### src/design/zhx_pkg.sv
`default_nettype none

package zhx_pkg;

	// datapath and register file sizes
	localparam int xlen = 16;
	localparam int reg_count = 8;
	localparam int reg_addr_w = 3;

	// major opcodes, inst[15:11]
	localparam logic [4:0] op_nop = 5'b00001;
	localparam logic [4:0] op_li = 5'b01101;
	localparam logic [4:0] op_addiu = 5'b01001;
	localparam logic [4:0] op_beqz = 5'b00100;
	localparam logic [4:0] op_lw = 5'b10011;
	localparam logic [4:0] op_sw = 5'b11011;
	// addu and subu
	localparam logic [4:0] op_rr = 5'b11100;
	// and and or
	localparam logic [4:0] op_logic = 5'b11101;

	// op_rr selects on inst[1:0]
	localparam logic [1:0] fn_addu = 2'b01;
	localparam logic [1:0] fn_subu = 2'b11;
	// op_logic selects on inst[4:0]
	localparam logic [4:0] fn_and = 5'b01100;
	localparam logic [4:0] fn_or = 5'b01101;

	// alu operations
	localparam logic [2:0] alu_add = 3'd0;
	localparam logic [2:0] alu_sub = 3'd1;
	localparam logic [2:0] alu_and = 3'd2;
	localparam logic [2:0] alu_or = 3'd3;
	localparam logic [2:0] alu_pass_b = 3'd4;

endpackage

`default_nettype wire
### src/design/zhx_alu.sv
`timescale 1ns/1ps
`default_nettype none

module zhx_alu (
	input wire [2:0] alu_op,
	input wire [zhx_pkg::xlen-1:0] op1,
	input wire [zhx_pkg::xlen-1:0] op2,
	output logic [zhx_pkg::xlen-1:0] res
);

	// also forms the lw and sw address
	always_comb begin
		case (alu_op)
			zhx_pkg::alu_add: begin
				res = op1 + op2;
			end
			zhx_pkg::alu_sub: begin
				res = op1 - op2;
			end
			zhx_pkg::alu_and: begin
				res = op1 & op2;
			end
			zhx_pkg::alu_or: begin
				res = op1 | op2;
			end
			// li
			zhx_pkg::alu_pass_b: begin
				res = op2;
			end
			default: begin
				res = '0;
			end
		endcase
	end

endmodule

`default_nettype wire

### config.mk
export PLATFORM = sky130hd
export DESIGN_NAME = zhx_alu
export DESIGN_NICKNAME = d
export VERILOG_FILES = /design/src/design/zhx_pkg.sv /design/src/design/zhx_alu.sv
export SDC_FILE = /design/constraint.sdc
export NUM_CORES = 1
export LEC_CHECK = 0
export ABC_CLOCK_PERIOD_IN_PS = 3200
export BUFFER_PORTS_ARGS = -buffer_cell sky130_fd_sc_hd__buf_4
export CAP_MARGIN = 20
export CELL_PAD_IN_SITES_DETAIL_PLACEMENT = 1
export CELL_PAD_IN_SITES_GLOBAL_PLACEMENT = 2
export CORE_MARGIN = 1
export CORE_UTILIZATION = 28
export DETAILED_ROUTE_END_ITERATION = 16
export GPL_ROUTABILITY_DRIVEN = 0
export GPL_TIMING_DRIVEN = 0
export PLACE_DENSITY_LB_ADDON = 0.15
export SYNTH_ARGS = -nofsm -noshare
export SYNTH_HDL_FRONTEND = slang
export SYNTH_SLANG_ARGS = --single-unit
### constraint.sdc
create_clock -name vclk -period 3.2
set_input_delay 0.32 -clock vclk [all_inputs]
set_output_delay 0.32 -clock vclk [all_outputs]
set_load 0.005 [all_outputs]
Yosys cells after proc, flatten, opt, wreduce, memory -nomap -nowiden. Index checks and enable logic that the tools add are counted.

Word-level logic and storage cells: 10. Register bits after elaboration: 0. Bits of input ports: 35.

Reduce and logical (&&, ||, !) cells: 1. Add/subtract/negate cells: 2. Bitwise gates (word level): 2. Multiplexer cells: 1. Eq/ne operators: 4.

Operators with widths (count): one-hot mux 16 bit (5 select lines) (1); adder 16 bit (1); AND 16 bit (1); OR 16 bit (1); subtractor 16 bit (1); equality test 3 x 2 -> 1 bit (second input constant) (2); equality test 3 x 1 -> 1 bit (second input constant) (1); equality test 3 bit (second input constant) (1); logical NOT 3 bit (1).

Longest topological paths before layout.
Depth in word-level cells: 2. Depth in mapped cells: 14.

Worst setup path after synthesis. Ideal clock, no wire load.

Path type: input-to-output. From: input port alu_op[2]. To: output port res[12] (netlist bit). Stages on the path: 13. Buffers on the path: 1. Path slack: 0.175 ns. Required time: 2.880 ns. Data arrival time: 2.705 ns. Cell sequence: nor2_1 and2_1 clkbuf_1 nor2_1 xnor2_1 ha_1 nor2b_4 o31a_4 nor4_4 o31ai_2 nand3_1 mux2i_1 a221o_1.

Cells in the longest elaborated chain, start to end: 2. Elaborated cells between the ends (all ways): 6. Those cells by class: eq/ne: 4; mux: 1; reduce/logical: 1.

RTL lines: start, declared (RTL line zhx_alu.sv:5) `input wire [2:0] alu_op,`; equality test 3 bit, or another cell as far along (RTL line zhx_alu.sv:13) `case (alu_op)`; one-hot mux 16 bit (5 select lines) * (RTL line zhx_alu.sv:13); end, declared (RTL line zhx_alu.sv:8) `output logic [zhx_pkg::xlen-1:0] res`.

Every way passes the cells marked *; elsewhere a longest branch is shown, timed or not.

Worst setup path in the final report.
From: input port op2[1] (netlist bit). To: output port res[12] (netlist bit).

Cells in the longest elaborated chain, start to end: 2. Elaborated cells between the ends (all ways): 3. Those cells by class: add/sub: 2; mux: 1.

RTL lines: start, declared (RTL line zhx_alu.sv:7) `input wire [zhx_pkg::xlen-1:0] op2,`; subtractor 16 bit or adder 16 bit (tied branches) (RTL line zhx_alu.sv:18, zhx_alu.sv:15); one-hot mux 16 bit (5 select lines) * (RTL line zhx_alu.sv:13).

Marks and branches as above.

==> out/results.ini <==
[status]
outcome = complete, but fails checks
violations = negative setup slack

[pwr]
ir_worst_vdd_mv = 0.0954
leakagePower_nw = 0.926
pwr_density_cell_nw_per_um2 = 220
power_mw = 0.486

[setup_path]
startpoint_type = input port
required_arrival_time_at_the_worst_endpoint_ns = 2.88
cp-startpoint = op2[1]
kind_of_critical_path = input port to primary output
cp-end-kind = primary output
critical_path_peak_fanout = 4
cp.arrival_ns = 3.11
crit_end = res[12]

[final_layout]
nClkBuffers = 0
design.seq.count = 0
drive_gt1_frac = 0.342
diodes = 0
finalNetCount = 334
utilization = 0.434
syn_to_final_growth_pct = 48.8
final-seq-area_um2 = 0

[grt]
grt_util_all_layers = 0.209
via_count_of_the_first_global_routing_pass = 1811
grt_first_pass_wirelength_um = 8890
number_of_antenna_violations_at_the_first_check_in_global_routing = 0
grt_start_max_net_pins = 12
grt_overflow = 0

[sta]
post-route-period-util = 1.07
setup-violations-final = 5
report.final.hold_viol_count = 0
max_clk_rate_mhz = 291
grt_setup_unrepaired = yes
timing.hold.ws_ns = 0.990
final_max_slew_viol_count = 0
totalNegativeSetupSlack_ns = -0.830
slew_at_the_pin_with_the_worst_max_slew_slack_ns = 0.745
timing.final.ws_setup_ns = -0.233
maxSlewHeadroom = 0.502
final.min_clock_period_ns = 3.43

[routing]
route.detailed.vias_per_inst = 5.22
vias = 1815
first_iter_violations = 27
remaining_drc_errors = 0
dr_wl_cell_um = 16.4
ant_nets = 0
drt-total-wl_um = 5700
drt_first_pass_iters = 4

[synthesis]
yosysTopAreaCell = ha_1
mappedNetlistNets = 268
synth_cell_types = 41
synthMostInstantiatedCell = nor2_1
post-synth-top-area-fraction = 0.151
yosysSeqAreaShare = 0
postSynthAreaPerCell_um2 = 6.96
synth_area_leaders = ha_1 15%, xnor2_1 12%, maj3_1 10%, a21oi_1 6.7%, nor2_1 5.5%
ys_top_cells_by_count = 22 x nor2_1, 20 x a21oi_1, 20 x nand2_1, 20 x xnor2_1, 18 x ha_1
yosysWarningCount = 0
synth_area_um2 = 1490
syn_inst = 214

[floorplan]
dieWidth_um = 74.9
die_h_um = 74.9
start_util = 0.292
std_cell_rows = 26
num_io_pins = 51
floorplan.die_area_um2 = 5610
fp.coreArea_um2 = 5110

[placement]
dp_slack_ns = -0.758
estimated_wirelength_of_the_detail_placed_design_um = 4310
portBuffers = 51

[run]
maxCapViolations = 0

[min_path]
hold_path_startpoint = op2[15]
hold_depth = 4
min-delay-path-class = input port to primary output

[cts]
cts_hold_buffers = 0

==> what timing repair did <==
action	in CTS	in global routing
buffers inserted	11	3
resized for setup	26	14
pin swaps	14	12
endpoints found under the setup margin	12	8
==> report_power, final <==
part | internal (mW) | switching [mW]
clock network | 0 | 0
registers | 0 | 0
logic | 0.245 | 0.241
==> cell usage in the layout, fill, tap and decap left out, types with 3 or more instances in the layout <==
cell type   n
nor2b_1     3
o21ai_1     6
o211ai_1    3
xor2_1      6
clkbuf_1    5
inv_1       7
ha_2        4
maj3_1     15
a22oi_1     6
ha_1       13
nand2_1    19
nor2_1     19
nor3_1      4
o21ai_0    12
o21a_1      3
a21oi_1    18
buf_4      62
xnor2_1    20
nand2b_1    4
a211oi_2    3
==> worst max-delay path, stage by stage <==
cell	delay (ns)
buf_8	0.10
inv_4	0.05
ha_4	0.14
nand2b_4	0.05
or4_4	0.52
o31ai_4	0.21
xor2_1	0.10
ha_1	0.35
buf_4	0.13
nand2_1	0.07
o31ai_4	0.31
nand3_1	0.14
mux2i_1	0.13
a221o_1	0.35
buf_4	0.14
==> through the flow <==
step	cell area, µm²	instances
finish	2220	348
global route	2220	348
CTS	2140	345
detailed placement	1960	335
global placement	1960	335
floorplan	1490	214
==> worst min path at each step <==
stage	to	slack (ns)
floorplan	res[1]	0.74
global placement	res[9]	0.99
detailed placement	res[1]	0.97
CTS	res[15]	0.99
global route	res[9]	1.02
finish	res[15]	0.99
==> logic make-up (layout without fill, tap and decap cells) <==
group                      count (synthesis)  after routing  share of synthesized area
AOI/OAI and AO/OA                         68             68                      0.298
and+or+nand+nor                           68             68                      0.229
buffers and inverters                     16             80                     0.0403
adders and majority gates                 34             34                      0.266
muxes                                      2              2                     0.0134
xor gates and xnor gates                  26             26                      0.153
==> routing by layer <==
layer | global-route usage | share of wire
met1 | 0.276 | 0.46
met2 | 0.395 | 0.51
met3 | 0.00134 | 0.023
met4 | 0.0147 | 0.0063
met5 | 0 | 0
==> cell type report <==
| type | count | area, µm² |
|---|---|---|
| Fill cell | 656 | 2890 |
| Inverter | 9 | 41.3 |
| Tap cell | 70 | 87.6 |
| Buffer | 6 | 26.3 |
| Timing Repair Buffer | 65 | 507 |
| Multi-Input combinational cell | 198 | 1550 |
(Power assumes the default switching activity.)
