<file path="src/design/zhx_pkg.sv">
`default_nettype none

package zhx_pkg;

	// datapath and register file sizes
	localparam int xlen = 16;
	localparam int reg_count = 8;
	localparam int reg_addr_w = 3;

	// major opcodes, inst[15:11]
	localparam logic [4:0] op_nop = 5'b00001;
	localparam logic [4:0] op_li = 5'b01101;
	localparam logic [4:0] op_addiu = 5'b01001;
	localparam logic [4:0] op_beqz = 5'b00100;
	localparam logic [4:0] op_lw = 5'b10011;
	localparam logic [4:0] op_sw = 5'b11011;
	// addu and subu
	localparam logic [4:0] op_rr = 5'b11100;
	// and and or
	localparam logic [4:0] op_logic = 5'b11101;

	// op_rr selects on inst[1:0]
	localparam logic [1:0] fn_addu = 2'b01;
	localparam logic [1:0] fn_subu = 2'b11;
	// op_logic selects on inst[4:0]
	localparam logic [4:0] fn_and = 5'b01100;
	localparam logic [4:0] fn_or = 5'b01101;

	// alu operations
	localparam logic [2:0] alu_add = 3'd0;
	localparam logic [2:0] alu_sub = 3'd1;
	localparam logic [2:0] alu_and = 3'd2;
	localparam logic [2:0] alu_or = 3'd3;
	localparam logic [2:0] alu_pass_b = 3'd4;

endpackage

`default_nettype wire
</file>
<file path="src/design/zhx_regfile.sv">
`timescale 1ns/1ps
`default_nettype none

module zhx_regfile (
	input wire clk,
	input wire rst_n,
	input wire [zhx_pkg::reg_addr_w-1:0] read_addr1,
	input wire [zhx_pkg::reg_addr_w-1:0] read_addr2,
	output logic [zhx_pkg::xlen-1:0] read_value1,
	output logic [zhx_pkg::xlen-1:0] read_value2,
	input wire we,
	input wire [zhx_pkg::reg_addr_w-1:0] write_addr,
	input wire [zhx_pkg::xlen-1:0] write_value,
	input wire [zhx_pkg::reg_addr_w-1:0] dbg_addr,
	output logic [zhx_pkg::xlen-1:0] dbg_value
);

	logic [zhx_pkg::xlen-1:0] regs [zhx_pkg::reg_count];

	always_ff @(posedge clk) begin
		if (!rst_n) begin
			for (int i = 0; i < zhx_pkg::reg_count; i++) begin
				regs[i] <= '0;
			end
		end else if (we) begin
			regs[write_addr] <= write_value;
		end
	end

	// writeback value wins over the stored one, so ID sees it this cycle
	assign read_value1 = (we && write_addr == read_addr1) ? write_value : regs[read_addr1];
	assign read_value2 = (we && write_addr == read_addr2) ? write_value : regs[read_addr2];
	assign dbg_value = (we && write_addr == dbg_addr) ? write_value : regs[dbg_addr];

endmodule

`default_nettype wire

</file>
<file path="config.mk">
export PLATFORM = sky130hd
export DESIGN_NAME = zhx_regfile
export DESIGN_NICKNAME = d
export VERILOG_FILES = /design/src/design/zhx_pkg.sv /design/src/design/zhx_regfile.sv
export SDC_FILE = /design/constraint.sdc
export NUM_CORES = 1
export LEC_CHECK = 0
export ABC_AREA = 1
export BUFFER_PORTS_ARGS = -buffer_cell sky130_fd_sc_hd__buf_4
export CAP_MARGIN = 15
export CORE_AREA = 4 4 141 143
export DETAILED_ROUTE_END_ITERATION = 7
export DIE_AREA = 0 0 145 147
export GPL_TIMING_DRIVEN = 1
export PLACE_DENSITY = 0.76
export SLEW_MARGIN = 20
export SYNTH_ARGS = -nofsm -noshare
export SYNTH_HDL_FRONTEND = slang
export SYNTH_SLANG_ARGS = --single-unit
</file>
<file path="constraint.sdc">
create_clock -name clk -period 3.7 [get_ports clk]
set_clock_uncertainty 0.15 [all_clocks]
set_input_delay 0 -clock clk [delete_from_list [all_inputs] [get_ports clk]]
set_output_delay 0 -clock clk [all_outputs]
set_load 0.01 [all_outputs]
</file>
-- Yosys cells after proc, flatten, opt, wreduce, memory -nomap -nowiden
Memories as Yosys holds them, arrays and structs flattened.
Index checks and enable logic that the tools add are counted.
- latch bits: 0
- bits of input ports: 31
- bits in writable memories: 128
- register bits after elaboration: 0
- word-level logic and storage cells: 18
- bits in read-only memories: 0
- memories kept: 1
- reduce and logical (&&, ||, !) cells: 4
- magnitude comparators: 0
- shift-type cells: 0
- equality and inequality tests: 3
- add/sub/neg operators: 0
- divide/modulo/power cells: 0
- multipliers: 0
- bitwise logic cells: 0
- mux-type cells: 10
- memories (memory ; depth ; bits a word ; rd ports ; clocked after memory_dff ; write ports ; RTL line ; RTL):
    regs ; 8 ; 16 ; 3 ; 0 ; 8 ; zhx_regfile.sv:18 ; logic [zhx_pkg::xlen-1:0] regs [zhx_pkg::reg_count];
- operators with widths (kind ; count):
    $mux 16 ; 4
    $reduce_or 16->1 ; 1
    $eq 3x3->1 ; 3
    $mux 1 ; 5
    $logic_and 1x1->1 ; 3
    $mux 3 ; 1

-- Logic depth before layout (Yosys ltp)
- word-level depth: 5
- gate-level depth with buffers: 10

-- Worst setup path after synthesis
OpenSTA, ideal clock, no wires.
- path type: input port to flip-flop
- from: input port rst_n
- to: memory regs[0][0] (netlist name), enable pin
- stages: 6
- arrival: 1105 ps
- setup slack: 2073 ps
- cells stage by stage: buf_2 -> nand2_1 -> nor2_4 -> nand2_2 -> buf_2 -> nand2_1
- RTL lines (what ; RTL line ; RTL):
    start, declared ; zhx_regfile.sv:6 ; input wire rst_n,
    end, declared ; zhx_regfile.sv:18 ;

-- Worst setup path after layout
- from: input port read_addr1[1] (netlist name)
- to: output port read_value1[12] (netlist name)
- longest elaborated chain between the ends: 3
- elaborated cells on any way between the ends: 4
- those cells by class: eq/ne (1); mux (1); reduce/logical (1); memory (1)
- RTL lines (what ; RTL line ; RTL):
    start, declared ; zhx_regfile.sv:7 ; input wire [zhx_pkg::reg_addr_w-1:0] read_addr1,
    branches (longest 2 deep; another with $mem_v2 8x16) ; -- ;
    $mux 16 (*) ; zhx_regfile.sv:31 ; assign read_value1 = (we && write_addr == read_addr1) ? write_value : regs[read_addr1];
    end, declared ; zhx_regfile.sv:9 ; output logic [zhx_pkg::xlen-1:0] read_value1,
Mark *: on every way between the ends.

==> flow_summary.json <==
{
  "status": "finished clean",
  "worst_pin_slew_ns": 1.03,
  "post-place-ws_ns": 1.41,
  "leakagePower_uw": 0.00508,
  "grtUsageTotal_pct": 29.8,
  "avgSynthCellArea_sq_um": 6.63,
  "ys_top_cells_by_area": "edfxtp_1 42%, nand2_1 21%, nand3_1 18%",
  "hold_class": "in2reg",
  "vdd_ir_drop_max_mv": 0.350,
  "grt_pass1_wl_mm": 49.7,
  "cts_setup_buffers": 0,
  "num_vias": 9659,
  "first_global_vias": 9017,
  "maxCapViolations": 0,
  "die_height_um": 147,
  "grt_max_degree": 67,
  "cts_tree": "done",
  "yosysTopAreaCellShare_pct": 42.0,
  "fillers": 1729,
  "antenna_cells": 0,
  "drive_gt1_share_pct": 9.78,
  "largest_reg_flops": 128,
  "worst_setup_path_end_kind": "primary output",
  "yosys.cell_types.count": 18,
  "ant_nets": 0,
  "clockRootBuffer": "clkbuf_16",
  "post_drt_wl_per_cell_um": 19.4,
  "layout_common_cells": "518 x nand2_1, 333 x nand3_1, 144 x inv_1",
  "via_per_inst": 5.84,
  "min_path_cells": 4,
  "ys_seq_area_share_pct": 42.0,
  "numCtsBuffers": 17,
  "fin_tns_setup_ns": 0,
  "relSlewSlack_pct": 31.3,
  "cts_sinks": 128,
  "final_nets": 1441,
  "die-width_um": 145,
  "h-tree-depth": 4,
  "place_inst": 1609,
  "worstSetupPathType": "in2out",
  "path_buf_inv": 4,
  "yosys.area.top_type": "edfxtp_1",
  "min-delay-start": "write_addr[0]",
  "final.setup.worst_slack_ns": 1.23,
  "fin_crit_ns": 2.47,
  "netlist_area_sq_um": 9140,
  "start_kind": "input pin",
  "std_cell_rows": 50,
  "slowest_stage": "inv_2",
  "max_stage_delay_ns": 0.46,
  "synth_nets": 1409,
  "cts_resized": 0,
  "syn_inst": 1378,
  "ys_warn_count": 0,
  "cts_buffer_depth": 2,
  "routed_wl_mm": 32.1,
  "reg_top3": "regs (128)",
  "hpwlAfterDp_mm": 18.2,
  "crit_arrival_ns": 2.32,
  "drc": 0,
  "worstPathRequired_ns": 3.55,
  "initial_utilization_pct": 49.2,
  "synthToLayoutAreaGrowth_pct": 13.1,
  "drt_iter0_markers": 1693,
  "fin_crit_sh_pct": 66.8,
  "port_buffers": 78,
  "fp.coreArea_sq_um": 18600,
  "fmax_ghz": 0.405,
  "path_cells": "buf_4 -> inv_2 -> nand2_1 -> nand2_1 -> nor2_1 -> nand2_2 -> inv_2 -> nand2_1 -> nand2_1 -> buf_4",
  "overflow": 0,
  "final-instance-count-excl-fill": 1655,
  "die-area_sq_um": 21300,
  "hold-worst-slack_ns": 0.233,
  "ys_ff_latch": 128,
  "setup_viol": 0,
  "place_congestion": 0.879,
  "largest_register": "regs",
  "finalHoldViolCount": 0,
  "cp_max_fo": 34,
  "antenna_found_initial": 0,
  "power.density_nw_per_um2": 414,
  "cp_common_cell": "nand2_1",
  "rsz0062_at_grt": "false",
  "final_max_slew_viol_count": 0,
  "crit_family": "buffers and inverters",
  "io_pins": 79,
  "dr.pass1.iters": 6,
  "holdPathEnd": "regs[0][15]$_SDFFCE_PN0P_",
  "cts.reportedPaths.clkPinSlew_ns": 0.05,
  "final_common_cell": "nand2_1"
}
[power breakdown]
group          total [uW]  switching [uW]  internal [uW]
Clock                1640             601           1040
Sequential           1720            28.2           1690
Combinational         923             623            300
Total                4280            1250           3030
[tightest hold or removal path, cell delays in order]
cell and delay, ns:
buf_4 0.13, nor2_4 0.06, nand2_2 0.37, nor2_1 0.07
[final cells by class]
type,instances,area (sq um),share of cell area [%]
tap,234,293,2.83
clock buffer,20,437,4.22
timing repair buffer,99,783,7.57
inverter,158,606,5.86
sequential,128,3840,37.2
clock inverter,10,120,1.16
multi-input combinational,1006,4260,41.2
[worst max-delay path by stage]
stage / startpoint / to / cells past startpoint
3_5_place_dp: read_addr1[1] / read_value1[11] / 10
5_1_grt: read_addr1[1] / read_value1[2] / 10
4_1_cts: read_addr1[1] / read_value1[11] / 10
3_3_place_gp: read_addr1[1] / read_value1[14] / 10
2_1_floorplan: rst_n / regs[0][0]$_SDFFCE_PN0P_ / 6
6_report: read_addr1[1] / read_value1[12] / 10
[per-stage QoR]
stage | total power, uW | area, sq um | utilization (%)
final | 4280 | 10300 | 55.7
after global routing | 4440 | 10300 | 55.7
after CTS | 4260 | 10300 | 55.7
after detailed placement | 2630 | 9630 | 51.8
after global placement | 2620 | 9620 | 51.8
after floorplan | 2300 | 9140 | -
[cells in the mapped netlist]
master and count:
buf_1 8, buf_12 1, buf_2 47, buf_4 1, buf_6 3, buf_8 1
clkbuf_1 25, edfxtp_1 128, inv_1 146, inv_2 10, inv_6 2, nand2_1 518
nand2_2 11, nand2_4 2, nand3_1 333, nor2_1 136, nor2_2 4, nor2_4 2
[layer usage]
layer / share of wire (%) / wire [um] / GRT usage, %
met1: 37 / 12000 / 38.9
met2: 45 / 14400 / 46.3
met3: 14 / 4350 / 8.57
met4: 4.5 / 1440 / 13.2
met5: 0 / 0 / 0
[repair_timing]
item	in CTS	in global routing
hold endpoints to repair	128	0
hold buffers	16	0
endpoints found under the setup margin	0	0
[kinds of logic after synthesis]
family	share of synthesized area [%]
buf+inv	11.4
flops	42.0
simple gates	46.6
Note: power is estimated with default switching activity, not from simulation.
