==> src/design/zhx_pkg.sv <==
`default_nettype none

package zhx_pkg;

	// datapath and register file sizes
	localparam int xlen = 16;
	localparam int reg_count = 8;
	localparam int reg_addr_w = 3;

	// major opcodes, inst[15:11]
	localparam logic [4:0] op_nop = 5'b00001;
	localparam logic [4:0] op_li = 5'b01101;
	localparam logic [4:0] op_addiu = 5'b01001;
	localparam logic [4:0] op_beqz = 5'b00100;
	localparam logic [4:0] op_lw = 5'b10011;
	localparam logic [4:0] op_sw = 5'b11011;
	// addu and subu
	localparam logic [4:0] op_rr = 5'b11100;
	// and and or
	localparam logic [4:0] op_logic = 5'b11101;

	// op_rr selects on inst[1:0]
	localparam logic [1:0] fn_addu = 2'b01;
	localparam logic [1:0] fn_subu = 2'b11;
	// op_logic selects on inst[4:0]
	localparam logic [4:0] fn_and = 5'b01100;
	localparam logic [4:0] fn_or = 5'b01101;

	// alu operations
	localparam logic [2:0] alu_add = 3'd0;
	localparam logic [2:0] alu_sub = 3'd1;
	localparam logic [2:0] alu_and = 3'd2;
	localparam logic [2:0] alu_or = 3'd3;
	localparam logic [2:0] alu_pass_b = 3'd4;

endpackage

`default_nettype wire
==> src/design/zhx_decode.sv <==
`timescale 1ns/1ps
`default_nettype none

module zhx_decode (
	input wire clk,
	input wire rst_n,
	input wire hold,
	input wire [zhx_pkg::xlen-1:0] pc,
	input wire [zhx_pkg::xlen-1:0] inst,
	output logic [zhx_pkg::reg_addr_w-1:0] read_addr1,
	output logic [zhx_pkg::reg_addr_w-1:0] read_addr2,
	input wire [zhx_pkg::xlen-1:0] read_value1,
	input wire [zhx_pkg::xlen-1:0] read_value2,
	output logic set_pc,
	output logic [zhx_pkg::xlen-1:0] set_pc_addr,
	output logic stall_id,
	output logic [2:0] exe_alu_op,
	output logic [zhx_pkg::xlen-1:0] exe_op1,
	output logic [zhx_pkg::xlen-1:0] exe_op2,
	output logic [zhx_pkg::xlen-1:0] exe_store_value,
	output logic exe_mem_read,
	output logic exe_mem_write,
	output logic exe_reg_write,
	output logic [zhx_pkg::reg_addr_w-1:0] exe_reg_addr
);

	localparam int xl = zhx_pkg::xlen;

	logic [xl-1:0] id_inst;
	logic [xl-1:0] id_pc;
	logic [4:0] opcode;
	logic [zhx_pkg::reg_addr_w-1:0] rx;
	logic [zhx_pkg::reg_addr_w-1:0] ry;
	logic [zhx_pkg::reg_addr_w-1:0] rz;
	logic [xl-1:0] imm8_s;
	logic [xl-1:0] imm8_z;
	logic [xl-1:0] imm5_s;
	logic [2:0] dec_alu_op;
	logic [xl-1:0] dec_op2;
	logic dec_mem_read;
	logic dec_mem_write;
	logic dec_reg_write;
	logic [zhx_pkg::reg_addr_w-1:0] dec_reg_addr;
	logic use1;
	logic use2;

	// IF/ID, frozen by hold and by the interlock
	always_ff @(posedge clk) begin
		if (!rst_n) begin
			id_inst <= {zhx_pkg::op_nop, 11'b0};
			id_pc <= '0;
		end else if (!hold && !stall_id) begin
			id_inst <= inst;
			id_pc <= pc;
		end
	end

	assign opcode = id_inst[15:11];
	assign rx = id_inst[10:8];
	assign ry = id_inst[7:5];
	assign rz = id_inst[4:2];
	assign imm8_s = {{(xl-8){id_inst[7]}}, id_inst[7:0]};
	assign imm8_z = {{(xl-8){1'b0}}, id_inst[7:0]};
	assign imm5_s = {{(xl-5){id_inst[4]}}, id_inst[4:0]};

	assign read_addr1 = rx;
	assign read_addr2 = ry;

	always_comb begin
		dec_alu_op = zhx_pkg::alu_add;
		dec_op2 = read_value2;
		dec_mem_read = 1'b0;
		dec_mem_write = 1'b0;
		dec_reg_write = 1'b0;
		dec_reg_addr = rx;
		use1 = 1'b0;
		use2 = 1'b0;
		case (opcode)
			zhx_pkg::op_li: begin
				dec_alu_op = zhx_pkg::alu_pass_b;
				dec_op2 = imm8_z;
				dec_reg_write = 1'b1;
			end
			zhx_pkg::op_addiu: begin
				dec_op2 = imm8_s;
				dec_reg_write = 1'b1;
				use1 = 1'b1;
			end
			zhx_pkg::op_rr: begin
				use1 = 1'b1;
				use2 = 1'b1;
				dec_reg_addr = rz;
				dec_reg_write = id_inst[1:0] == zhx_pkg::fn_addu ||
					id_inst[1:0] == zhx_pkg::fn_subu;
				if (id_inst[1:0] == zhx_pkg::fn_subu) begin
					dec_alu_op = zhx_pkg::alu_sub;
				end
			end
			zhx_pkg::op_logic: begin
				use1 = 1'b1;
				use2 = 1'b1;
				dec_reg_write = id_inst[4:0] == zhx_pkg::fn_and ||
					id_inst[4:0] == zhx_pkg::fn_or;
				dec_alu_op = (id_inst[4:0] == zhx_pkg::fn_or) ? zhx_pkg::alu_or :
					zhx_pkg::alu_and;
			end
			zhx_pkg::op_lw: begin
				// ry <- mem[rx + imm5]
				dec_op2 = imm5_s;
				dec_mem_read = 1'b1;
				dec_reg_write = 1'b1;
				dec_reg_addr = ry;
				use1 = 1'b1;
			end
			zhx_pkg::op_sw: begin
				dec_op2 = imm5_s;
				dec_mem_write = 1'b1;
				use1 = 1'b1;
				use2 = 1'b1;
			end
			zhx_pkg::op_beqz: begin
				use1 = 1'b1;
			end
			default: begin
			end
		endcase
	end

	// result of the writer in EXE is not visible yet, wait one cycle
	assign stall_id = exe_reg_write && ((use1 && rx == exe_reg_addr) ||
		(use2 && ry == exe_reg_addr));

	// target is relative to the delay slot
	assign set_pc = opcode == zhx_pkg::op_beqz && read_value1 == '0 && !stall_id;
	assign set_pc_addr = id_pc + xl'(1) + imm8_s;

	// ID/EXE controls, a stall leaves a bubble behind
	always_ff @(posedge clk) begin
		if (!rst_n) begin
			exe_alu_op <= zhx_pkg::alu_add;
			exe_mem_read <= 1'b0;
			exe_mem_write <= 1'b0;
			exe_reg_write <= 1'b0;
		end else if (!hold) begin
			exe_alu_op <= stall_id ? zhx_pkg::alu_add : dec_alu_op;
			exe_mem_read <= dec_mem_read && !stall_id;
			exe_mem_write <= dec_mem_write && !stall_id;
			exe_reg_write <= dec_reg_write && !stall_id;
		end
	end

	always_ff @(posedge clk) begin
		if (!hold && !stall_id) begin
			exe_op1 <= read_value1;
			exe_op2 <= dec_op2;
			exe_store_value <= read_value2;
			exe_reg_addr <= dec_reg_addr;
		end
	end

endmodule

`default_nettype wire

==> config.mk <==
export PLATFORM = sky130hd
export DESIGN_NAME = zhx_decode
export DESIGN_NICKNAME = d
export VERILOG_FILES = /design/src/design/zhx_pkg.sv /design/src/design/zhx_decode.sv
export SDC_FILE = /design/constraint.sdc
export NUM_CORES = 1
export LEC_CHECK = 0
export BUFFER_PORTS_ARGS = -buffer_cell sky130_fd_sc_hd__buf_2
export CAP_MARGIN = 20
export CORE_MARGIN = 1
export CORE_UTILIZATION = 40
export CTS_CLUSTER_DIAMETER = 120
export DETAILED_ROUTE_END_ITERATION = 10
export HOLD_SLACK_MARGIN = 0.06
export PLACE_DENSITY_LB_ADDON = 0.12
export SYNTH_ARGS = -nofsm -noshare
export SYNTH_HDL_FRONTEND = slang
export SYNTH_SLANG_ARGS = --single-unit
==> constraint.sdc <==
create_clock -name clk -period 2.9 [get_ports clk]
set_clock_uncertainty 0.1 [all_clocks]
set_input_delay 0.145 -clock clk [delete_from_list [all_inputs] [get_ports clk]]
set_output_delay 0.145 -clock clk [all_outputs]
set_load 0.03 [all_outputs]
; After elaboration in Yosys (flattened, before gate mapping)
; Cells that the tools add are included.
[op_classes]
n_addsub = 2
multipliers = 0
div = 0
n_lt_le_gt_ge = 0
n_eq_ne = 13
shifts = 0
n_mux = 11
bitwise = 0
n_reduce_logical = 19
[ops]
columns = op, n
row1 = one-hot mux 16 bit (3 select lines), 1
row2 = "== test 5 x 4 -> 1 bit, second input constant", 4
row3 = "== test 5 bit, second input constant", 4
row4 = "adder 16 x 1 -> 16 bit, second input constant", 1
row5 = adder 16 bit, 1
row6 = zero test 16 bit, 1
row7 = logical AND 1 bit, 9
row8 = one-hot mux 3 bit (3 select lines), 1
row9 = == test 3 bit, 2
row10 = 2-to-1 mux 1 bit, 6
row11 = one-hot mux 3 bit (2 select lines), 1
row12 = OR reduction 3 bit, 2
row13 = OR reduction 6 bit, 1
row14 = "== test 5 x 3 -> 1 bit, second input constant", 1
row15 = logical OR 1 bit, 3
row16 = 2-to-1 mux 3 bit, 1
row17 = one-hot mux 1 bit (3 select lines), 1
row18 = "== test 2 x 1 -> 1 bit, second input constant", 1
row19 = "== test 2 bit, second input constant", 1
row20 = zero test 1 bit, 2
row21 = OR reduction 2 bit, 1
[word_totals]
regBits = 89
latchBits = 0
mem_bits_rw = 0
mem_bits_ro = 0
input_bits = 67
output_inout_bits = 81
word_cells = 55
n_memories = 0

; Logic depth before layout (Yosys ltp)
[depth]
ltp_word = 8
ltp_mapped = 10
depth_no_buf = 10

; Least setup slack after synthesis
; Ideal clock, no wire load.
[synth_path]
path_kind = reg-to-output
start = register id_inst[0]
end = output set_pc_addr[14] in the netlist's numbering
t_arrival_ps = 2729
required_time_ps = 2655
path_slack_ps = -74
path_stages_with_launch = 11
path_buffers = 0
path_cell_list = dfxtp_1 -> inv_1 -> ha_1 -> inv_1 -> fa_1 -> a21o_1 -> and4_1 -> or2_1 -> a21oi_1 -> a21oi_1 -> a311oi_1
[synth_via]
elab_chain_cells = 1
[synth_lines]
columns = element, line
row1 = start: declaration, zhx_decode.sv:29  ; logic [xl-1:0] id_inst;
row2 = start signal: assignment, zhx_decode.sv:50  ; id_inst <= {zhx_pkg::op_nop, 11'b0};
row3 = start signal: assignment, zhx_decode.sv:53  ; id_inst <= inst;
row4 = adder 16 bit, zhx_decode.sv:135  ; assign set_pc_addr = id_pc + xl'(1) + imm8_s;
row5 = end: declaration, zhx_decode.sv:15  ; output logic [zhx_pkg::xlen-1:0] set_pc_addr,
; Every way passes these cells.

; Final worst setup path
[layout_path]
start = register id_inst[0]
end = output set_pc_addr[12] in the netlist's numbering
; Same word-level chain as after synthesis.

==> impl_metrics.csv <==
group,metric,value,unit
outcome,outcome,"finished, violations left",
outcome,violations,"negative setup slack",
cts,cts.clk_slew.worst_paths,0.10,ns
finish,final_util,0.5919,
yosys,synthesis.area,0.004264,sq mm
sta,grt_setup_unrepaired,"true",
yosys,avgSynthCellArea,10.61,sq um
cts,root_buffer,"clkbuf_8",
cts,clkLatencyLatePin,0.37,ns
worst_hold_path,hp-start,"rst_n",
flow_run,max-cap-violations,0,
grt,track_usage,0.2080,
floorplanning,row_count,37,
sta,post-route-period-util,1.010,
finish,fill_cells,868,
cts,h-tree-depth,3,
yosys,synth.distinct_cells,60,
detailed_routing,viasPerCell,4.991,
setup_path,start_kind,"register",
placement,hpwl,8.091,mm
yosys,yosysTopAreaCell,"edfxtp_1",
cts,cts_tree,"yes",
setup_path,crit_start,"id_inst[0]$_SDFFE_PN0P_",
finish,final_cell_mix,"buf_2, dlygate4sd3_1, edfxtp_1, nand2_1, nand3_1",
sta,final_hold_viol_count,0,
cts,cts_sinks,89,
placement,place_ws,0.1305,ns
finish,regArea,0.002301,sq mm
yosys,synth-seq-area-share,0.5376,
setup_path,crit_family,"adder cells",
yosys,synth_ff_type,"edfxtp_1",
sta,max_slew.worst_pin.slew,0.7113,ns
yosys,synth_edf_count,51,
finish,drive_gt1_frac,0.3484,
detailed_routing,drc_errors,0,
sta,final_max_slew_viol_count,0,
worst_hold_path,min_path_type,"in2reg",
placement,gp_congestion,0.8517,
sta,fmax,0.3414,GHz
detailed_routing,drt_wl_total,11.42,mm
setup_path,path_max_fanout,4,
pwr,peakVddDrop,0.2139,mV
finish,multiInputGateArea,0.001833,sq mm
yosys,yosysTopAreaCellShare,0.3592,
yosys,synth_nets,485,
yosys,postSynthCellCount,402,
yosys,async_reset_ff_frac,0,
sta,timing.final.ws_setup,-0.02950,ns
yosys,yosysWarnings,0,
floorplanning,die_h,105.3,um
sta,finalSetupViolations,2,
setup_path,reg2reg_from,"id_inst[11]$_SDFFE_PN1P_",
finish,insertedDiodeCount,0,
setup_path,cp_slowest_stage_delay,0.34,ns
setup_path,critPathRequiredTime,2.65,ns
cts,clock_path_buffers,2,
setup_path,path_cells,"inv_2 -> ha_4 -> inv_2 -> fa_2 -> a21o_1 -> and4_1 -> or2_4 -> a21oi_2 -> buf_4 -> mux2i_1 -> o2111ai_1 -> buf_4",
grt,grt_overflow_total,0,
detailed_routing,vias,3773,
detailed_routing,first_pass_iters,4,
floorplanning,fp.dieW,105.3,um
setup_path,path_class,"reg2out",
setup_path,cp-end-kind,"output pin",
setup_path,arrival,2.68,ns
sta,fin_setup_tns,-0.03229,ns
pwr,power.density,482.4,mW/mm^2
yosys,ys_seq_elements,89,
sta,post-route-min-period,2.930,ns
finish,final_cells,756,
pwr,power_leakage,2.727,nW
cts,numCtsBuffers,9,
detailed_routing,first_iter_violations,132,
setup_path,slowest_stage,"dfxtp_2",
setup_path,crit_buf_inv,4,
finish,fin_nets,698,
detailed_routing,wl_per_cell,15.11,um
finish,final_common_cell,"buf_2",
yosys,synth_area_leaders,"edfxtp_1, dfxtp_1, nand3_1, ha_1, o21ai_1",
floorplanning,fp.dieArea,0.01108,sq mm
grt,grt_pass1_vias,3732,
floorplanning,start_util,0.4130,
placement,portBuffers,147,
placement,dpl.cell_count,667,
floorplanning,core,0.01032,sq mm
finish,area_growth,43.31,%
detailed_routing,ant_nets,0,
grt,antenna_found_initial,0,
grt,grt_pass1_wl,18.04,mm
sta,max_slew_margin,0.5258,
floorplanning,pin_count,148,
grt,grt_max_degree,49,
==> final timing paths <==
kind	end	slack [ns]	cells after the start
setup reg to reg	exe_store_value[4]$_DFFE_PP_	0.68	6
hold reg to reg	id_pc[13]$_SDFFE_PN0P_	0.37	2
hold / removal	id_inst[11]$_SDFFE_PN1P_	0.17	2
setup / recovery	set_pc_addr[12]	-0.03	12
==> what timing repair did <==
| item | in CTS | in global routing |
|---|---|---|
| resized for setup | 20 | 1 |
| endpoints found under the setup margin | 6 | 6 |
| hold buffers | 65 | 0 |
| buffers inserted | 6 | 2 |
| hold endpoints to repair | 84 | 0 |
| pin swaps | 7 | 5 |
==> flip-flops by register name (all words and copies together) (netlist names) <==
name             count
exe_alu_op           3
exe_mem_read         1
exe_mem_write        1
exe_op1             16
exe_op2             16
exe_reg_addr         3
exe_reg_write        1
exe_store_value     16
id_inst             16
id_pc               16
==> layer usage <==
layer,vias to the layer above,part of all wire,GRT usage
li1,1900,-,-
met1,1731,0.47,0.2781
met2,127,0.45,0.3346
met3,15,0.058,0.03649
met4,0,0.017,0.08350
met5,-,0,0
==> synth_stat cells (2+ instances only) <==
| cell | n |
|---|---|
| clkbuf_1 | 15 |
| mux2_2 | 6 |
| nand2b_1 | 3 |
| edfxtp_1 | 51 |
| a22o_1 | 3 |
| a21oi_1 | 15 |
| ha_1 | 15 |
| dfxtp_1 | 38 |
| o31ai_1 | 3 |
| buf_4 | 7 |
| nor2b_1 | 4 |
| a21o_1 | 16 |
| nand3b_1 | 5 |
| a221o_1 | 3 |
| o21a_1 | 2 |
| nor2_1 | 8 |
| nand3_1 | 39 |
| a31o_2 | 2 |
| buf_2 | 7 |
| mux2i_1 | 3 |
| and4_1 | 2 |
| inv_1 | 11 |
| nor4_1 | 6 |
| nand2_1 | 43 |
| a31oi_1 | 3 |
| xnor2_1 | 9 |
| xor2_1 | 8 |
| o21ai_1 | 35 |
| and3_1 | 3 |
| nor3_1 | 4 |
| nand4_1 | 2 |
| o21ai_0 | 3 |
==> stage by stage <==
stage               cell area [sq um]  hold WS, ns  power (W)
floorplan                        4270       0.1439   0.001864
global placement                 5144       0.2345   0.002045
detailed placement               5144       0.2395   0.002054
CTS                              6095       0.1600   0.002968
global route                     6111       0.2020   0.003078
finish                           6111       0.1734   0.002948
==> kinds of logic (layout without fill, tap and decap cells) <==
group | count (synthesis) | count (layout) | share of synthesized area
mux | 9 | 9 | 0.02289
fa+ha+maj | 16 | 16 | 0.04871
buf+inv | 42 | 260 | 0.04518
compound gates | 100 | 100 | 0.1564
xor+xnor | 17 | 17 | 0.03492
simple gates | 129 | 129 | 0.1543
flops | 89 | 89 | 0.5376
==> power by group <==
group	leakage, nW	switching (W)	internal, W
Combinational	1.81	0.000387	0.000268
Clock	0.0986	0.000498	0.000336
Sequential	0.817	0.0000461	0.00141
Total	2.73	0.000931	0.00202
==> final cells by class <==
cell class	count	share of cell area
Clock buffer	9	0.02027
Clock inverter	7	0.01085
Inverter	12	0.007371
Multi-Input combinational cell	271	0.3000
Sequential cell	89	0.3765
Tap cell	136	0.02785
Timing Repair Buffer	232	0.2572
Power figures use the tool's default switching activity.
