<file path="config.mk">
export PLATFORM = sky130hd
export DESIGN_NAME = zhx_writeback
export DESIGN_NICKNAME = d
export VERILOG_FILES = /design/src/design/zhx_pkg.sv /design/src/design/zhx_writeback.sv
export SDC_FILE = /design/constraint.sdc
export NUM_CORES = 1
export LEC_CHECK = 0
export BUFFER_PORTS_ARGS = -buffer_cell sky130_fd_sc_hd__buf_2
export CAP_MARGIN = 5
export CORE_ASPECT_RATIO = 0.75
export CORE_MARGIN = 8
export CORE_UTILIZATION = 30
export DETAILED_ROUTE_END_ITERATION = 16
export GPL_TIMING_DRIVEN = 0
export PLACE_DENSITY = 0.63
export SLEW_MARGIN = 20
export SYNTH_ARGS = -nofsm -noshare
export SYNTH_HDL_FRONTEND = slang
export SYNTH_SLANG_ARGS = --single-unit
export TNS_END_PERCENT = 20
</file>
<file path="constraint.sdc">
create_clock -name clk -period 1 [get_ports clk]
set_input_delay 0.1 -clock clk [delete_from_list [all_inputs] [get_ports clk]]
set_output_delay 0.1 -clock clk [all_outputs]
set_load 0.05 [all_outputs]
</file>
<file path="src/design/zhx_pkg.sv">
`default_nettype none

package zhx_pkg;

	// datapath and register file sizes
	localparam int xlen = 16;
	localparam int reg_count = 8;
	localparam int reg_addr_w = 3;

	// major opcodes, inst[15:11]
	localparam logic [4:0] op_nop = 5'b00001;
	localparam logic [4:0] op_li = 5'b01101;
	localparam logic [4:0] op_addiu = 5'b01001;
	localparam logic [4:0] op_beqz = 5'b00100;
	localparam logic [4:0] op_lw = 5'b10011;
	localparam logic [4:0] op_sw = 5'b11011;
	// addu and subu
	localparam logic [4:0] op_rr = 5'b11100;
	// and and or
	localparam logic [4:0] op_logic = 5'b11101;

	// op_rr selects on inst[1:0]
	localparam logic [1:0] fn_addu = 2'b01;
	localparam logic [1:0] fn_subu = 2'b11;
	// op_logic selects on inst[4:0]
	localparam logic [4:0] fn_and = 5'b01100;
	localparam logic [4:0] fn_or = 5'b01101;

	// alu operations
	localparam logic [2:0] alu_add = 3'd0;
	localparam logic [2:0] alu_sub = 3'd1;
	localparam logic [2:0] alu_and = 3'd2;
	localparam logic [2:0] alu_or = 3'd3;
	localparam logic [2:0] alu_pass_b = 3'd4;

endpackage

`default_nettype wire
</file>
<file path="src/design/zhx_writeback.sv">
`timescale 1ns/1ps
`default_nettype none

module zhx_writeback (
	input wire clk,
	input wire rst_n,
	input wire hold,
	input wire reg_write,
	input wire [zhx_pkg::reg_addr_w-1:0] reg_addr,
	input wire mem_read,
	input wire [zhx_pkg::xlen-1:0] alu_res,
	input wire [zhx_pkg::xlen-1:0] mem_res,
	output logic wb_we,
	output logic [zhx_pkg::reg_addr_w-1:0] wb_addr,
	output logic [zhx_pkg::xlen-1:0] wb_value
);

	logic [zhx_pkg::xlen-1:0] res_sel;

	assign res_sel = mem_read ? mem_res : alu_res;

	// one pulse per instruction, none while EXE is held
	always_ff @(posedge clk) begin
		if (!rst_n) begin
			wb_we <= 1'b0;
		end else begin
			wb_we <= reg_write && !hold;
		end
	end

	always_ff @(posedge clk) begin
		if (!hold) begin
			wb_addr <= reg_addr;
			wb_value <= res_sel;
		end
	end

endmodule

`default_nettype wire

</file>
# Word level (Yosys, flattened, before mapping)
# Cells that the tools add are included.
# word_totals
out_inout_bits	20
in_bits	40
ff_bits	20
wordCells	6
# classes
muxes	1
n_reduce_logical	2
# ops
op	n
two-way mux 16 bit	1
logical AND 1 bit	1
logical NOT 1 bit	1

# Logic depth before layout (Yosys ltp)
# Gate-level depths: netlist of run 1.
# depth
ltp_word	2
ltp_mapped	3
depth_no_buf	1

# Worst setup path before layout of run 1
# No wires, ideal clock.
# synth_timing
path_kind	input port to flip-flop
from	input port mem_read
to	register wb_value[10] (netlist name) (data pin)
path_stages	3
slack_ps	104
arrival_time_ps	636
required_time_ps	740
path_buffers	2
setup_ps	260
path_cell_list	buf_6 buf_12 mux2_4
# synth_between
elab_chain_cells	1
# synth_rtl
item	line_no	source
from (decl)	zhx_writeback.sv:10	input wire mem_read,
two-way mux 16 bit	zhx_writeback.sv:20	assign res_sel = mem_read ? mem_res : alu_res;
net res_sel, one bit	zhx_writeback.sv:18	logic [zhx_pkg::xlen-1:0] res_sel;
to (signal assigned)	zhx_writeback.sv:34	wb_value <= res_sel;
to (decl)	zhx_writeback.sv:15	output logic [zhx_pkg::xlen-1:0] wb_value
# The timed path passes the listed nets, and every way through them passes these cells.
# A chain may end at the register's enable or synchronous reset.

# Final worst setup path of run 1
# layout_timing
from	register wb_value[4] (netlist name)
to	output port wb_value[4] (netlist name)
# No word-level cell between the ends.

==> results_dict.tcl, run 1 <==
set metrics [dict create \
    io_buffer_count 58 \
    grt_start_max_net_pins 20 \
    clk_pin_slew_ns 0.07 \
    worstPathMaxFanout 1 \
    final_nets 143 \
    rows 16 \
    synth_area_leaders "edfxtp_1, mux2_4, mux2_2" \
    drive_gt1_share_pct 78.4 \
    pre_cts_ws_ns -0.135 \
    synth_fp_nets 80 \
    postCtsSetupBuffers 0 \
    postRouteAntennaNets 0 \
    rsz0062_at_grt "no" \
    die_area_um2 4820 \
    dp_hpwl_mm 1.64 \
    hold_path_end "wb_addr[2]" \
    die_h_um 62.2 \
    path_class "flop to output pin" \
    crit_path_cell_trace "buf_2" \
    root_buffer "clkbuf_8" \
    num_vias 565 \
    start_util_pct 32.0 \
    clkSinkCount 20 \
    hp-class "input port to flop" \
    drt-initial-drc-count 28 \
    synth.cell_area_um2 852 \
    seq_area_um2 591 \
    max_freq_mhz 1050 \
    totalWireLength_mm 1.96 \
    core_area_um2 2660 \
    critPathMaxStageDelay_ns 0.38 \
    status "finished clean" \
    fillers 250 \
    cp.required_ns 0.90 \
    min_from "reg_addr[2]" \
    cap_violations 0 \
    ios 60 \
    antenna_found_initial 0 \
    cts_hold_buffers 0 \
    cts_resized 0 \
    cts_buffer_depth 2 \
    yosys_warnings 0 \
    die_x_um 77.5 \
    syn2layout_area_growth_pct 47.7 \
    multi_input_area_um2 226 \
    grt_pass1_wl_mm 3.04 \
    h-tree-depth 1 \
    hold_viol_final 0 \
    n_antenna_cell 0 \
    end_kind "output pin" \
    powerDensity_nw_per_um2 1850 \
    setup_viol 0 \
    p_leak_nw 0.593 \
    critical-path-top-delay-family "flip-flops" \
    drc_errors 0 \
    finalCriticalPeriod_ns 0.951 \
    routedWlPerCell_um 14.2 \
    cts_buffers 3 \
    avgSynthCellArea_um2 21.3 \
    vias_per_cell 4.09 \
    synth_cells 40 \
    slew_headroom_pct 51.0 \
    path_buf_inv 1 \
    tritoncts "yes" \
    drv_slew 0 \
    power_w 0.00232 \
    synth_top_area_share_pct 67.0 \
    crit_arrival_ns 0.85 \
    seq_area_frac_synth_pct 69.3 \
    ys_ff_latch 20 \
    overflow 0 \
    grt_pass1_vias 666 \
    gp_congestion 0.682 \
    yosys.area.top_type "edfxtp_1" \
    startpoint_type "flop" \
    layout_setup_ws_ns 0.0490 \
    vdd_ir_drop_max_v 0.00112 \
    worst_slew_pin_slew_ns 0.734 \
    grtUsageTotal_pct 7.97 \
    min_path_cells 1 \
    cp_slowest_cell "edfxtp_1" \
    firstDrtPassIters 2 \
    period_share_pct 95.1 \
    ys_types 8 \
]
## through the flow
stage | instances | TNS, ns | util (%) | area (um^2) | hold slack [ns]
floorplan | 40 | 0 | - | 852 | 0.199
global placement | 134 | -2.30 | 44.6 | 1190 | 0.279
detailed placement | 134 | -2.55 | 44.6 | 1190 | 0.285
CTS | 138 | 0 | 47.3 | 1260 | 0.0151
global route | 138 | 0 | 47.3 | 1260 | 0.00979
finish | 138 | 0 | 47.3 | 1260 | 0.0217
## cells by family after synthesis
| family | count (synthesis) | synth area share [%] |
|---|---|---|
| buffers and inverters | 3 | 4.11 |
| flip-flops | 20 | 69.3 |
| multiplexers | 16 | 25.5 |
| AND/OR/NAND/NOR | 1 | 1.03 |
## power by group
| part | switching, W | leakage, nW | internal, W |
|---|---|---|---|
| combinational | 0.000344 | 0.363 | 0.000175 |
| sequential | 0.0000149 | 0.194 | 0.00100 |
| clock | 0.000256 | 0.0357 | 0.000534 |
| total | 0.000615 | 0.593 | 0.00171 |
## placed cells by master (no fill, tap or decap)
cell and count:
edfxtp_1 19, mux2_2 6, bufinv_16 1, buf_12 1
buf_6 1, buf_2 58, dfxtp_1 1, inv_1 1
clkbuf_8 3, mux2_4 10, and3b_1 1
## worst max-delay path by stage
stage / from / end / slack [ns] / depth (start not counted)
finish: wb_value[4] / wb_value[4] / 0.05 / 1
global route: wb_value[9] / wb_value[9] / 0.01 / 1
CTS: wb_value[15] / wb_value[15] / 0.03 / 1
detailed placement: hold / wb_value[10] / -0.13 / 2
global placement: hold / wb_value[7] / -0.12 / 2
floorplan: mem_read / wb_value[10] / 0.10 / 3
## cell type report
| class | count | share of cell area, % |
|---|---|---|
| sequential | 20 | 46.9 |
| timing repair buffer | 58 | 23.1 |
| multi-input combinational | 17 | 18.0 |
| tap | 36 | 3.58 |
| clock buffer | 3 | 3.28 |
| buffer | 2 | 2.49 |
| clock inverter | 1 | 2.39 |
| inverter | 1 | 0.298 |
## synth_stat cells
master and n:
and3b_1 1, edfxtp_1 19, dfxtp_1 1, buf_6 1, inv_1 1, buf_12 1
mux2_2 6, mux2_4 10
## layer usage
metal | share of wire [%] | vias up | GRT usage [%]
met5 | 0 | - | 0
met4 | 0.71 | 0 | 2.11
met3 | 19 | 2 | 7.90
met2 | 39 | 47 | 11.2
met1 | 41 | 237 | 8.09
li1 | - | 279 | -
## sequential cells by signal (all words and copies together), names as in the netlist
signal    count
wb_value     16
wb_addr       3
wb_we         1
Power figures use the tool's default switching activity.
==> inputs of run 2 (changes only) <==
Settings changed: PLACE_DENSITY 0.63 to 0.65.
Clock period 1 ns to 0.85 ns, I/O delays scaled along.
==> run 2 against run 1 <==
  * The run now ends with setup timing left
  * Die area is the same
  * First-iteration DRC count grew 110%
  * Sequential cell count is the same
  * Cell count grew 1.4%
  * Global-route usage grew 0.48 points
  * Clock-buffer cell count is the same
  * Core utilization grew 5.8 points
  * Power grew 24%
  * Largest power group unchanged
  * Highest routed layer unchanged
==> results_dict.tcl, run 2 (synthesis results as in run 1) <==
set metrics [dict create \
    ios 60 \
    layout_setup_ws_ns -0.0759 \
    grt_start_max_net_pins 20 \
    finalCriticalPeriod_ns 0.926 \
    root_buffer "clkbuf_8" \
    rsz0062_at_grt "yes" \
    final_nets 145 \
    worstPathMaxFanout 1 \
    syn2layout_area_growth_pct 65.8 \
    postRouteAntennaNets 0 \
    crit_arrival_ns 0.84 \
    num_vias 591 \
    cap_violations 0 \
    totalWireLength_mm 2.09 \
    violations "setup timing" \
    drive_gt1_share_pct 78.8 \
    p_int_w 0.00212 \
    mostFrequentLayoutCells "buf_2, buf_6, edfxtp_1" \
    drt-initial-drc-count 58 \
    reg_top3 "wb_value (16), wb_addr (3), wb_we (1)" \
    mostFrequentLayoutCell "buf_2" \
    comb_power_share_pct 25.1 \
    tritoncts "yes" \
    pwr-share-clk_pct 32.6 \
    core_area_um2 2660 \
    start_util_pct 32.0 \
    io_buffer_count 58 \
    top_register "wb_value" \
    routedWlPerCell_um 14.9 \
    gp_congestion 0.695 \
    p_leak_nw 0.639 \
    startpoint_type "flop" \
    switching_share_pct 26.4 \
    die_area_um2 4820 \
    postCtsSetupBuffers 0 \
    vias_per_cell 4.22 \
    seqPwrFrac_pct 42.3 \
    grt_pass1_vias 689 \
    period_share_pct 109 \
    hold_viol_final 0 \
    cp_slowest_cell "edfxtp_1" \
    die_h_um 62.2 \
    largest_register_ffs 16 \
    setup_viol 19 \
    die_x_um 77.5 \
    grtUsageTotal_pct 8.45 \
    end_kind "output pin" \
    clk_pin_slew_ns 0.07 \
    path_class "flop to output pin" \
    slew_headroom_pct 72.0 \
    cts_buffers 3 \
    cp.required_ns 0.76 \
    hold_ws_ns 0.00746 \
    hp-class "input port to flop" \
    worst_slew_pin_slew_ns 0.420 \
    pre_cts_ws_ns -0.278 \
    vdd_ir_drop_max_v 0.00110 \
    path_buf_inv 1 \
    clkSinkCount 20 \
    critical-path-top-delay-family "flip-flops" \
    crit_cells 1 \
    crit_path_cell_trace "buf_6" \
    rows 16 \
    switchingPower_w 0.000762 \
    min_path_cells 1 \
    critPathMaxStageDelay_ns 0.41 \
    overflow 0 \
    max_freq_mhz 1080 \
    status "complete, but fails checks" \
    antenna_found_initial 0 \
    cts_buffer_depth 2 \
    h-tree-depth 1 \
    powerDensity_nw_per_um2 2040 \
    firstDrtPassIters 3 \
    grt_pass1_wl_mm 3.22 \
    drc_errors 0 \
    n_antenna_cell 0 \
    drv_slew 0 \
]
[run 2: cell types whose count changed in the layout (fill, tap and decap cells not counted)]
cell           change
buf_2             -20
buf_6             +19
buf_8              +1
clkinvlp_4         +1
dfxtp_1            -1
dfxtp_2            +1
dlygate4sd3_1      +2
inv_1              -1
[run 2: metrics by stage]
step | total power [W] | utilization (%) | TNS, ns | instance area (um^2) | cells
after floorplan | 0.00166 | - | -0.272 | 856 | 40
after global placement | 0.00183 | 44.7 | -5.52 | 1190 | 134
after detailed placement | 0.00184 | 44.7 | -5.81 | 1190 | 134
after CTS | 0.00291 | 52.9 | -1.03 | 1410 | 140
after global routing | 0.00299 | 53.1 | -1.48 | 1410 | 140
final | 0.00288 | 53.1 | -0.860 | 1410 | 140
[run 2: worst paths after layout]
path | end | from
worst min-delay path | wb_addr[0] | reg_addr[0]
worst max-delay path | wb_value[15] | wb_value[15]
[run 2: power groups by stage]
stage / Sequential, W / Clock, W / Combinational, W
CTS: 0.00122 / 0.000969 / 0.000727
global placement: 0.00122 / 0 / 0.000613
floorplan: 0.00153 / 0 / 0.000130
global route: 0.00123 / 0.00101 / 0.000758
detailed placement: 0.00122 / 0 / 0.000620
finish: 0.00122 / 0.000941 / 0.000723
[run 2: area by class of cell]
type / count / area (um^2)
Clock inverter: 1 / 30.0
Timing Repair Buffer: 60 / 435
Tap cell: 36 / 45.0
Inverter: 1 / 7.51
Multi-Input combinational cell: 17 / 226
Clock buffer: 3 / 41.3
Buffer: 2 / 35.0
Fill cell: 235 / 1250
Sequential cell: 20 / 592
[run 2: what timing repair did]
action,4_1_cts,5_1_grt
setup endpoints to repair,20,39
resized for setup,40,2
gates cloned,0,0
hold buffers,2,0
hold endpoints to repair,2,0
[run 2: per-layer routing]
metal  part of all wire (%)  up-vias  wire length (um)  GRT usage [%]
met4                   0.67        0                14           2.11
met3                     15        2               307           6.61
met5                      0        -                 0              0
met1                     42      260               867           9.37
met2                     43       48               898           12.3
li1                       -      281                 -              -
==> inputs of run 3 (changes only) <==
Settings changed: CTS_BUF_LIST set to sky130_fd_sc_hd__clkbuf_4.
==> run 3 against run 2 <==
  * The flow still finishes with violations (setup timing)
  * Clock power shrank 18%
  * Clock-buffer cell count is the same
  * Die area is the same
  * Sequential share of layout area grew 0.26 points
  * Global-route usage is essentially flat
  * Worst setup slack lost 0.049 ns
  * Design area shrank 0.62%
  * Worst hold slack gained 0.039 ns
  * Via count is the same
  * Power shrank 5.9%
  * Cell count grew 0.71%
  * Largest power group unchanged
  * Highest routed layer unchanged
==> results_dict.tcl, run 3 (synthesis results as in run 1) <==
set metrics [dict create \
    switching_share_pct 27.3 \
    drc_errors 0 \
    hold_viol_final 0 \
    power_w 0.00271 \
    rsz0062_at_grt "yes" \
    grt_pass1_vias 696 \
    syn2layout_area_growth_pct 64.8 \
    comb_power_share_pct 26.8 \
    setup_viol 20 \
    min_from "rst_n" \
    period_share_pct 115 \
    die_x_um 77.5 \
    pwr-share-clk_pct 28.3 \
    end_kind "output pin" \
    p_leak_nw 0.642 \
    root_buffer "clkbuf_4" \
    top_register "wb_value" \
    postCtsSetupBuffers 0 \
    gp_congestion 0.695 \
    postRouteAntennaNets 0 \
    grt_pass1_wl_mm 3.26 \
    vdd_ir_drop_max_v 0.00106 \
    num_vias 591 \
    n_antenna_cell 0 \
    clkSinkCount 20 \
    drv_slew 0 \
    core_area_um2 2660 \
    finalCriticalPeriod_ns 0.975 \
    totalWireLength_mm 2.08 \
    switchingPower_w 0.000740 \
    drive_gt1_share_pct 77.1 \
    firstDrtPassIters 3 \
    startpoint_type "flop" \
    seqPwrFrac_pct 44.9 \
    worstPathMaxFanout 1 \
    overflow 0 \
    final_nets 146 \
    start_util_pct 32.0 \
    layout.cells.non_filler 141 \
    crit_arrival_ns 0.89 \
    fillers 233 \
    final_util_pct 52.7 \
    placed_cells 134 \
    h-tree-depth 1 \
    cp_slowest_cell "edfxtp_1" \
    cts_buffers 3 \
    path_class "flop to output pin" \
    antenna_found_initial 0 \
    layout_setup_ws_ns -0.125 \
    rows 16 \
    cp.required_ns 0.76 \
    die_h_um 62.2 \
    tritoncts "yes" \
    path_buf_inv 1 \
    io_buffer_count 58 \
    vias_per_cell 4.19 \
    largest_register_ffs 16 \
    powerDensity_nw_per_um2 1930 \
    critical-path-top-delay-family "flip-flops" \
    p_int_w 0.00197 \
    hp-class "input port to flop" \
    grtUsageTotal_pct 8.48 \
    ios 60 \
    slew_headroom_pct 50.3 \
    grt_start_max_net_pins 20 \
    drt-initial-drc-count 44 \
    worst_slew_pin_slew_ns 0.744 \
    mostFrequentLayoutCells "buf_2, buf_6, edfxtp_1" \
    cts_buffer_depth 2 \
    die_area_um2 4820 \
    min_path_cells 2 \
    critPathMaxStageDelay_ns 0.42 \
    violations "setup timing" \
    hold_path_end "wb_we" \
    max_freq_mhz 1030 \
    mostFrequentLayoutCell "buf_2" \
    routedWlPerCell_um 14.7 \
    crit_path_cell_trace "buf_6" \
    status "complete, but fails checks" \
    reg_top3 "wb_value (16), wb_addr (3), wb_we (1)" \
    hold_ws_ns 0.0460 \
    cap_violations 0 \
    clk_pin_slew_ns 0.11 \
]
run 3: cell count changes in the layout (fill, tap and decap cells not counted):
cell	change
clkbuf_4	+3
dlygate4sd3_1	+1
buf_6	-1
buf_8	+1
clkinvlp_4	-1
inv_1	+1
clkbuf_8	-3
run 3: power groups by stage:
stage	logic, W	clock network, W	registers, W
2_1_floorplan	0.000130	0	0.00153
3_3_place_gp	0.000613	0	0.00122
3_5_place_dp	0.000620	0	0.00122
4_1_cts	0.000732	0.000802	0.00122
5_1_grt	0.000761	0.000835	0.00123
6_report	0.000726	0.000768	0.00122
run 3: layer usage:
metal  global-route usage (%)  vias up  routed length, um
li1                         -      285                  -
met5                        0        -                  0
met4                     1.41        0                  7
met2                     12.5       45                913
met1                     9.63      259                883
met3                     6.47        2                271
run 3: how the worst max path moves through the flow:
stage                  from           end  slack (ns)  cells after the start
2_1_floorplan      mem_read  wb_value[10]       -0.03                      3
3_3_place_gp           hold  wb_value[10]       -0.27                      2
3_5_place_dp           hold  wb_value[10]       -0.28                      2
4_1_cts        wb_value[15]  wb_value[15]       -0.15                      1
5_1_grt        wb_value[15]  wb_value[15]       -0.18                      1
6_report       wb_value[15]  wb_value[15]       -0.12                      1
run 3: repair_timing:
action	4_1_cts	5_1_grt
hold endpoints to repair	3	0
setup endpoints to repair	20	20
pin swaps	0	0
gates resized for setup	42	0
hold buffers	3	0
run 3: layout make-up:
cell class | instances | area, um^2 | area share, %
Buffer | 2 | 35.0 | 2.50
Clock inverter | 1 | 30.0 | 2.14
Multi-Input combinational cell | 17 | 226 | 16.1
Tap cell | 36 | 45.0 | 3.21
Sequential cell | 20 | 592 | 42.2
Clock buffer | 3 | 22.5 | 1.60
Inverter | 1 | 3.75 | 0.267
Timing Repair Buffer | 61 | 449 | 32.0
run 3: per-stage QoR:
stage	setup TNS [ns]	worst slack, ns	instance area, um^2
after global placement	-5.52	-0.266	1190
final	-1.91	-0.125	1400
after global routing	-2.91	-0.181	1400
after CTS	-2.31	-0.149	1400
after detailed placement	-5.81	-0.278	1190
after floorplan	-0.272	-0.0272	856
